### src/source/tlb_pkg.sv
/*
 * Shared sizes and packed types of the TLB.
 * Modules reference these through tlb_pkg:: scoped names.
 */
package tlb_pkg;

    // number of entries, kept a power of two for the PLRU tree
    localparam int unsigned TlbEntries  = 16;
    localparam int unsigned TlbIdxWidth = $clog2(TlbEntries);

    // page number widths
    localparam int unsigned VpnWidth = 20;
    localparam int unsigned PpnWidth = 22;

    // one stored translation, 43 bits
    typedef struct packed {
        logic                valid;
        logic [VpnWidth-1:0] vpn;
        logic [PpnWidth-1:0] ppn;
    } tlb_entry_t;

    // lookup strobe with the page to translate
    typedef struct packed {
        logic                valid;
        logic [VpnWidth-1:0] vpn;
    } lookup_req_t;

    // registered answer, one cycle after the strobe
    typedef struct packed {
        logic                valid;
        logic                hit;
        logic [PpnWidth-1:0] ppn;
    } lookup_rsp_t;

    // fill strobe carrying a full translation
    typedef struct packed {
        logic                valid;
        logic [VpnWidth-1:0] vpn;
        logic [PpnWidth-1:0] ppn;
    } fill_req_t;

endpackage

### src/source/plru_tree.sv
/*
 * Pseudo LRU tree over ENTRIES ways, ENTRIES a power of two.
 * Feed a one-hot use vector; plru_o names the one-hot replacement candidate.
 */
module plru_tree #(
    parameter int unsigned ENTRIES = 16
) (
    input  logic               clk_i,
    input  logic               rst_ni,
    input  logic [ENTRIES-1:0] used_i,
    output logic [ENTRIES-1:0] plru_o
);

    // depth of the tree, one level per index bit
    localparam int unsigned LogEntries = $clog2(ENTRIES);

    // one bit per inner node, level by level from the root
    // node n has children 2n+1 (bit 0) and 2n+2 (bit 1)
    logic [ENTRIES-2:0] tree_q;
    logic [ENTRIES-2:0] tree_d;

    // path update on a use
    always_comb begin : tree_update
        int unsigned node;
        int unsigned shift;
        logic        dir;
        tree_d = tree_q;
        node   = 0;
        shift  = 0;
        dir    = 1'b0;
        for (int unsigned i = 0; i < ENTRIES; i++) begin
            if (used_i[i]) begin
                for (int unsigned lvl = 0; lvl < LogEntries; lvl++) begin
                    // first node of this level plus the prefix of i above it
                    shift = LogEntries - lvl;
                    node  = ((1 << lvl) - 1) + (i >> shift);
                    // index bit that picks the branch at this level, MSB at root
                    dir   = 1'((i >> (shift - 1)) & 1);
                    // point the node at the other branch
                    tree_d[node] = ~dir;
                end
            end
        end
    end

    // decode the tree into a one-hot candidate
    always_comb begin : tree_decode
        int unsigned node;
        int unsigned shift;
        logic        dir;
        plru_o = '1;
        node   = 0;
        shift  = 0;
        dir    = 1'b0;
        for (int unsigned i = 0; i < ENTRIES; i++) begin
            for (int unsigned lvl = 0; lvl < LogEntries; lvl++) begin
                shift = LogEntries - lvl;
                node  = ((1 << lvl) - 1) + (i >> shift);
                dir   = 1'((i >> (shift - 1)) & 1);
                // entry i survives only if every node on its path points its way
                if (tree_q[node] != dir) begin
                    plru_o[i] = 1'b0;
                end
            end
        end
    end

    // all zeros after reset, so entry 0 is the first candidate
    always_ff @(posedge clk_i or negedge rst_ni) begin
        if (!rst_ni) begin
            tree_q <= '0;
        end else begin
            tree_q <= tree_d;
        end
    end

endmodule

### src/source/tlb_entry_store.sv
/*
 * Entry registers of the TLB with the CAM compare for fill and lookup.
 * The lookup answer is registered and comes out one cycle after the strobe.
 */
module tlb_entry_store (
    input  logic                                clk_i,
    input  logic                                rst_ni,
    input  tlb_pkg::lookup_req_t                lookup_i,
    input  tlb_pkg::fill_req_t                  fill_i,
    input  logic                                flush_i,
    input  logic [tlb_pkg::TlbEntries-1:0]      write_en_i,
    output logic [tlb_pkg::TlbEntries-1:0]      valid_o,
    output logic [tlb_pkg::TlbEntries-1:0]      fill_match_o,
    output logic [tlb_pkg::TlbEntries-1:0]      lookup_hit_o,
    output tlb_pkg::lookup_rsp_t                lookup_o
);

    tlb_pkg::tlb_entry_t entries_q [tlb_pkg::TlbEntries];

    // translation picked by the hit vector
    logic [tlb_pkg::PpnWidth-1:0] hit_ppn;

    // registered response
    logic                         rsp_valid_q;
    logic                         rsp_hit_q;
    logic [tlb_pkg::PpnWidth-1:0] rsp_ppn_q;

    // compare both page numbers against every valid entry
    always_comb begin : match
        for (int unsigned i = 0; i < tlb_pkg::TlbEntries; i++) begin
            valid_o[i]      = entries_q[i].valid;
            fill_match_o[i] = entries_q[i].valid && (entries_q[i].vpn == fill_i.vpn);
            // hit only counts while the lookup strobe is up
            lookup_hit_o[i] = lookup_i.valid && entries_q[i].valid
                              && (entries_q[i].vpn == lookup_i.vpn);
        end
    end

    // and-or mux, hit vector is one-hot
    always_comb begin : ppn_select
        hit_ppn = '0;
        for (int unsigned i = 0; i < tlb_pkg::TlbEntries; i++) begin
            hit_ppn |= {tlb_pkg::PpnWidth{lookup_hit_o[i]}} & entries_q[i].ppn;
        end
    end

    // entry array
    // flush clears every valid bit and beats a fill in the same cycle
    always_ff @(posedge clk_i or negedge rst_ni) begin
        if (!rst_ni) begin
            for (int unsigned i = 0; i < tlb_pkg::TlbEntries; i++) begin
                entries_q[i] <= '0;
            end
        end else if (flush_i) begin
            for (int unsigned i = 0; i < tlb_pkg::TlbEntries; i++) begin
                entries_q[i].valid <= 1'b0;
            end
        end else begin
            for (int unsigned i = 0; i < tlb_pkg::TlbEntries; i++) begin
                if (write_en_i[i]) begin
                    entries_q[i] <= '{valid: 1'b1, vpn: fill_i.vpn, ppn: fill_i.ppn};
                end
            end
        end
    end

    // response strobe, one cycle per lookup
    always_ff @(posedge clk_i or negedge rst_ni) begin
        if (!rst_ni) begin
            rsp_valid_q <= 1'b0;
        end else begin
            rsp_valid_q <= lookup_i.valid;
        end
    end

    // hit and ppn sampled from the contents before this edge
    always_ff @(posedge clk_i) begin
        rsp_hit_q <= |lookup_hit_o;
        rsp_ppn_q <= hit_ppn;
    end

    assign lookup_o = '{valid: rsp_valid_q, hit: rsp_hit_q, ppn: rsp_ppn_q};

endmodule

### src/source/tlb_victim_sel.sv
/*
 * Combinational fill target choice and PLRU use vector for the TLB.
 * Order is matching entry, then lowest invalid entry, then the tree candidate.
 */
module tlb_victim_sel (
    input  logic                           fill_valid_i,
    input  logic                           flush_i,
    input  logic [tlb_pkg::TlbEntries-1:0] valid_i,
    input  logic [tlb_pkg::TlbEntries-1:0] fill_match_i,
    input  logic [tlb_pkg::TlbEntries-1:0] lookup_hit_i,
    input  logic [tlb_pkg::TlbEntries-1:0] plru_i,
    output logic [tlb_pkg::TlbEntries-1:0] write_en_o,
    output logic [tlb_pkg::TlbEntries-1:0] used_o
);

    logic [tlb_pkg::TlbIdxWidth-1:0] free_idx;
    logic                            free_found;
    logic [tlb_pkg::TlbEntries-1:0]  free_onehot;
    logic [tlb_pkg::TlbEntries-1:0]  target;

    // priority encoder, scan from the top so the lowest free index wins
    always_comb begin : free_search
        free_idx   = '0;
        free_found = 1'b0;
        for (int i = tlb_pkg::TlbEntries - 1; i >= 0; i--) begin
            if (!valid_i[i]) begin
                free_idx   = i[tlb_pkg::TlbIdxWidth-1:0];
                free_found = 1'b1;
            end
        end
        free_onehot           = '0;
        free_onehot[free_idx] = free_found;
    end

    always_comb begin : pick
        // same page already present, overwrite in place
        if (|fill_match_i) begin
            target = fill_match_i;
        end else if (free_found) begin
            target = free_onehot;
        end else begin
            // buffer full, evict the pseudo LRU way
            target = plru_i;
        end

        write_en_o = (fill_valid_i && !flush_i) ? target : '0;

        // fill takes the tree update, a lone lookup hit otherwise
        if (flush_i) begin
            used_o = '0;
        end else if (fill_valid_i) begin
            used_o = target;
        end else begin
            used_o = lookup_hit_i;
        end
    end

endmodule

### src/source/tlb_top.sv
/*
 * Sixteen-entry fully associative TLB with pseudo LRU refill.
 * Lookups answer one cycle after the strobe; fills and flush are plain strobes.
 */
module tlb_top (
    input  logic                 clk_i,
    input  logic                 rst_ni,
    input  tlb_pkg::lookup_req_t lookup_i,
    input  tlb_pkg::fill_req_t   fill_i,
    input  logic                 flush_i,
    output tlb_pkg::lookup_rsp_t lookup_o
);

    // store to selector
    logic [tlb_pkg::TlbEntries-1:0] valid;
    logic [tlb_pkg::TlbEntries-1:0] fill_match;
    logic [tlb_pkg::TlbEntries-1:0] lookup_hit;

    // selector to store
    logic [tlb_pkg::TlbEntries-1:0] write_en;

    // selector and tree
    logic [tlb_pkg::TlbEntries-1:0] used;
    logic [tlb_pkg::TlbEntries-1:0] plru;

    // entries, compare and registered response
    tlb_entry_store i_entry_store (
        .clk_i        (clk_i),
        .rst_ni       (rst_ni),
        .lookup_i     (lookup_i),
        .fill_i       (fill_i),
        .flush_i      (flush_i),
        .write_en_i   (write_en),
        .valid_o      (valid),
        .fill_match_o (fill_match),
        .lookup_hit_o (lookup_hit),
        .lookup_o     (lookup_o)
    );

    // fill target and use vector
    tlb_victim_sel i_victim_sel (
        .fill_valid_i (fill_i.valid),
        .flush_i      (flush_i),
        .valid_i      (valid),
        .fill_match_i (fill_match),
        .lookup_hit_i (lookup_hit),
        .plru_i       (plru),
        .write_en_o   (write_en),
        .used_o       (used)
    );

    // replacement state, updated at the same edge as the access
    plru_tree #(
        .ENTRIES (tlb_pkg::TlbEntries)
    ) i_plru_tree (
        .clk_i  (clk_i),
        .rst_ni (rst_ni),
        .used_i (used),
        .plru_o (plru)
    );

endmodule

### config.mk
export PLATFORM = sky130hd
export DESIGN_NAME = tlb_top
export DESIGN_NICKNAME = d
export VERILOG_FILES = /design/src/source/tlb_pkg.sv /design/src/source/plru_tree.sv /design/src/source/tlb_entry_store.sv /design/src/source/tlb_victim_sel.sv /design/src/source/tlb_top.sv
export SDC_FILE = /design/constraint.sdc
export NUM_CORES = 2
export LEC_CHECK = 0
export ABC_AREA = 0
export BUFFER_PORTS_ARGS = -buffer_cell sky130_fd_sc_hd__buf_2
export CORE_MARGIN = 3
export CORE_UTILIZATION = 45
export DETAILED_ROUTE_END_ITERATION = 10
export GPL_ROUTABILITY_DRIVEN = 0
export PLACE_DENSITY = 0.62
export SYNTH_ARGS = -nofsm -noshare
export SYNTH_HDL_FRONTEND = slang
export SYNTH_SLANG_ARGS = --single-unit
### constraint.sdc
create_clock -name clk_i -period 6.46 [get_ports clk_i]
set_clock_uncertainty 0.15 [all_clocks]
set_input_delay 0.646 -clock clk_i [delete_from_list [all_inputs] [get_ports clk_i]]
set_output_delay 0.646 -clock clk_i [all_outputs]
set_load 0.01 [all_outputs]
==> qor.txt <==
Worst setup SP type -> input port
effective utilization at floorplan -> 0.455
Cell Chain, Critical Path -> buf_2, buf_4, xor2_1, or2_2, nor3b_1, nand3_1, nand4_1, nor4_4, nand2_1, a21oi_4, buf_4, mux2_2
drt first pass iters -> 7
Sink Count -> 727
IO Count -> 91
Die Footprint -> 88,200 µm²
Peak supply drop -> 0.196 mV
CORE AREA -> 83,700 µm²
chip width -> 297 µm
sequential area share after synthesis -> 0.475
Post-Place Cells -> 4,167
number of global-route vias before repair -> 28.3k
final core occ -> 0.504
layout cells sized above 1 -> 0.301
Crit Path Max Fanout -> 21
final slew viol count -> 0
Yosys top cell area share -> 0.463
Avg WL per Cell -> 29.0 µm
Global Route Usage Sum -> 0.281
count of input and output buffers -> 90
Syn Nets -> 3,185
Non-Filler Instances -> 4,316
DR vias -> 27.0k
count of final hold-check violations -> 0
CTS Buf Count -> 81
sw frac -> 0.269
ANT nets after route -> 0
Reg2Reg Launch Point -> i_entry_store.entries_q[427]$_DFFE_PN0P_
DRC -> 0
leading cell type in the layout, fill and taps excluded -> dfrtp_1
initial antenna violation count -> 4
clk_lat worst skew -> 0.66 ns
Post-synth ARST share -> 0.968
Internal Power -> 8.08 mW
flop2flop setup slack -> 1.77 ns
post-CTS sizing -> 0
Reg2Reg Depth -> 10
CTS tree -> yes
max incr delay on CP -> 0.89 ns
measured slew at the worst slew-check pin -> 1.21 ns
fillers -> 7,259
critical path's slowest cell -> a21oi_4
Initial DRC Count -> 2,522
Post-Syn Area -> 38,100 µm²
commonest non-fill, non-tap cells in the layout -> dfrtp_1 (704), mux2_2 (608), xnor2_1 (422), xor2_1 (213), nand4_1 (190)
Ys Warns -> 0
leak pwr -> 18.6 nW
area grow syn2layout -> 10.7%
nets -> 3,184
Via density -> 6.25
Die H -> 297 µm
Crit Path Class -> input port to flip-flop
Pwr Density -> 262 nW/µm²
Flop pwr share -> 0.465
dpl hpwl -> 74,900 µm
final wirelength -> 125,000 µm
Hold Crit Class -> input port to flip-flop
dominant synthesized flop cell -> dfrtp_1
Avg Inst Size Synth -> 12.2 µm²
switching power -> 2.98 mW
synth unique cells -> 64
status -> finished, final reports clean
fmax -> 208 MHz
first-pass GRT wire length -> 188,000 µm
dominant cells by area after synthesis -> dfrtp_1 (46%), mux2_2 (18%), xnor2_1 (9.7%), xor2_1 (4.9%), nand4_1 (3.1%)
hold depth -> 2
combinational share of power -> 0.120
synthesized instance count -> 3,118
largest net degree at the start of global routing -> 191
WP data required -> 6.81 ns
Post-synth EDFFs -> 0
crit path DAT -> 5.16 ns
CTS max path bufs -> 3
Max-Cap Viols -> 0
Worst Hold End -> i_entry_store.entries_q[350]$_DFFE_PN0P_
total congestion overflow -> 0
Most common cell on crit path -> buf_4
final setup fails -> 0
CTS Root Cell -> clkbuf_16
Slew HR -> 0.196
Hold Path Origin -> fill_i[6]
period utilisation layout -> 0.743
Clk network pwr share -> 0.415
row count -> 106
RSZ-0062 raised after global routing -> false
final hold slack -> 0.289 ns
cell taking the most area after synthesis -> dfrtp_1
synthesis-stage register bit count -> 727
htree depth -> 3
CP Capture Type -> flip-flop
fin crit period -> 4.80 ns
Final TNS setup -> 0 ns
clock transition at the registers of the reported paths -> 0.06 ns
R2R Path End -> i_entry_store.entries_q[215]$_DFFE_PN0P_
-- flip-flops by register name, indices dropped and copies added, names as in the netlist --
| signal | cells |
|---|---|
| i_entry_store.rsp_valid_q | 1 |
| i_entry_store.rsp_ppn_q | 22 |
| i_entry_store.rsp_hit_q | 1 |
| i_entry_store.entries_q | 672 |
| i_plru_tree.tree_q | 15 |
| i_entry_store.valid_o | 16 |
-- Yosys cell counts (4+ instances only) --
| cell type | count |
|---|---|
| or2_2 | 13 |
| buf_2 | 54 |
| a22o_1 | 89 |
| nand2_2 | 5 |
| o31ai_1 | 4 |
| a21oi_2 | 4 |
| nor2b_1 | 4 |
| dfrtp_1 | 704 |
| nand3_1 | 54 |
| nor2_1 | 40 |
| nor3b_1 | 14 |
| mux2_2 | 608 |
| nor3_1 | 16 |
| inv_1 | 23 |
| a21oi_1 | 15 |
| o21a_1 | 4 |
| buf_4 | 54 |
| nand2b_1 | 5 |
| or4_1 | 5 |
| xnor2_1 | 422 |
| buf_1 | 13 |
| o22a_1 | 4 |
| a31oi_1 | 4 |
| a211oi_1 | 8 |
| nand4_1 | 190 |
| o22ai_1 | 4 |
| clkbuf_1 | 106 |
| a221oi_1 | 96 |
| o21ai_0 | 23 |
| buf_6 | 28 |
| dfxtp_1 | 23 |
| nand2_1 | 50 |
| nand4b_1 | 7 |
| o21ai_1 | 6 |
| nor4_1 | 93 |
| mux2_4 | 10 |
| xor2_1 | 213 |
| and3_1 | 7 |
| a21o_1 | 10 |
| mux2_1 | 52 |
| o211ai_1 | 4 |
-- critical path: cells and delay by family --
| kind | cells | cell delay, ns |
|---|---|---|
| simple gates | 6 | 1.69 |
| compound gates | 1 | 0.89 |
| mux | 1 | 0.34 |
| xor+xnor | 1 | 0.30 |
| buf+inv | 3 | 1.25 |
-- stage by stage --
| step | cell area (µm²) | power, mW | setup slack, ns |
|---|---|---|---|
| 2_1_floorplan | 38100 | 6.07 | 3.00 |
| 3_3_place_gp | 39500 | 6.47 | 1.20 |
| 3_5_place_dp | 39500 | 6.52 | 1.11 |
| 4_1_cts | 42100 | 11.1 | 1.76 |
| 6_report | 42100 | 11.1 | 1.66 |
| 5_1_grt | 42100 | 11.5 | 1.55 |
-- cells by family after synthesis --
kind of cell              share of synthesized area
DFF                                           0.475
muxes                                         0.199
xor gates and xnor gates                      0.146
and+or+nand+nor                              0.0792
AOI/OAI and AO/OA                            0.0605
buffers and inverters                        0.0406
-- timing repair --
action | 4_1_cts | 5_1_grt
buffers inserted | 0 | 0
hold buffers | 1 | 0
hold endpoints to repair | 73 | 0
-- per-layer routing --
layer / share of wire / up-vias / track usage
li1: - / 11300 / -
met1: 0.40 / 14100 / 0.359
met5: 0.00021 / - / 0
met4: 0.054 / 4 / 0.135
met3: 0.077 / 404 / 0.0542
met2: 0.47 / 1193 / 0.460
-- cell type report --
type | instances | area [µm²] | share of cell area
clock inverter | 20 | 282 | 0.00668
antenna | 1 | 2.50 | 0.0000594
tap | 1134 | 1420 | 0.0337
inverter | 24 | 90.1 | 0.00214
timing repair buffer | 172 | 1270 | 0.0300
multi-input combinational | 2111 | 18600 | 0.442
sequential | 727 | 18100 | 0.429
clock buffer | 127 | 2400 | 0.0569
-- power by group through the flow --
| stage | Combinational (mW) | Clock, mW | Sequential (mW) |
|---|---|---|---|
| after global placement | 1.28 | 0 | 5.19 |
| after CTS | 1.32 | 4.68 | 5.13 |
| after detailed placement | 1.31 | 0 | 5.21 |
| after floorplan | 0.928 | 0 | 5.14 |
| final | 1.33 | 4.59 | 5.14 |
| after global routing | 1.42 | 4.88 | 5.18 |
-- worst max-delay path by stage --
| stage | endpoint | from | slack [ns] |
|---|---|---|---|
| after CTS | i_entry_store.entries_q[577]$_DFFE_PN0P_ | fill_i[41] | 1.76 |
| after global placement | i_entry_store.entries_q[572]$_DFFE_PN0P_ | fill_i[41] | 1.20 |
| after floorplan | i_plru_tree.tree_q[7]$_DFFE_PN0P_ | lookup_i[6] | 3.00 |
| after detailed placement | i_entry_store.entries_q[576]$_DFFE_PN0P_ | fill_i[41] | 1.11 |
| final | i_entry_store.entries_q[577]$_DFFE_PN0P_ | fill_i[41] | 1.66 |
| after global routing | i_entry_store.entries_q[582]$_DFFE_PN0P_ | fill_i[41] | 1.55 |
Note: power is estimated with default switching activity, not from simulation.
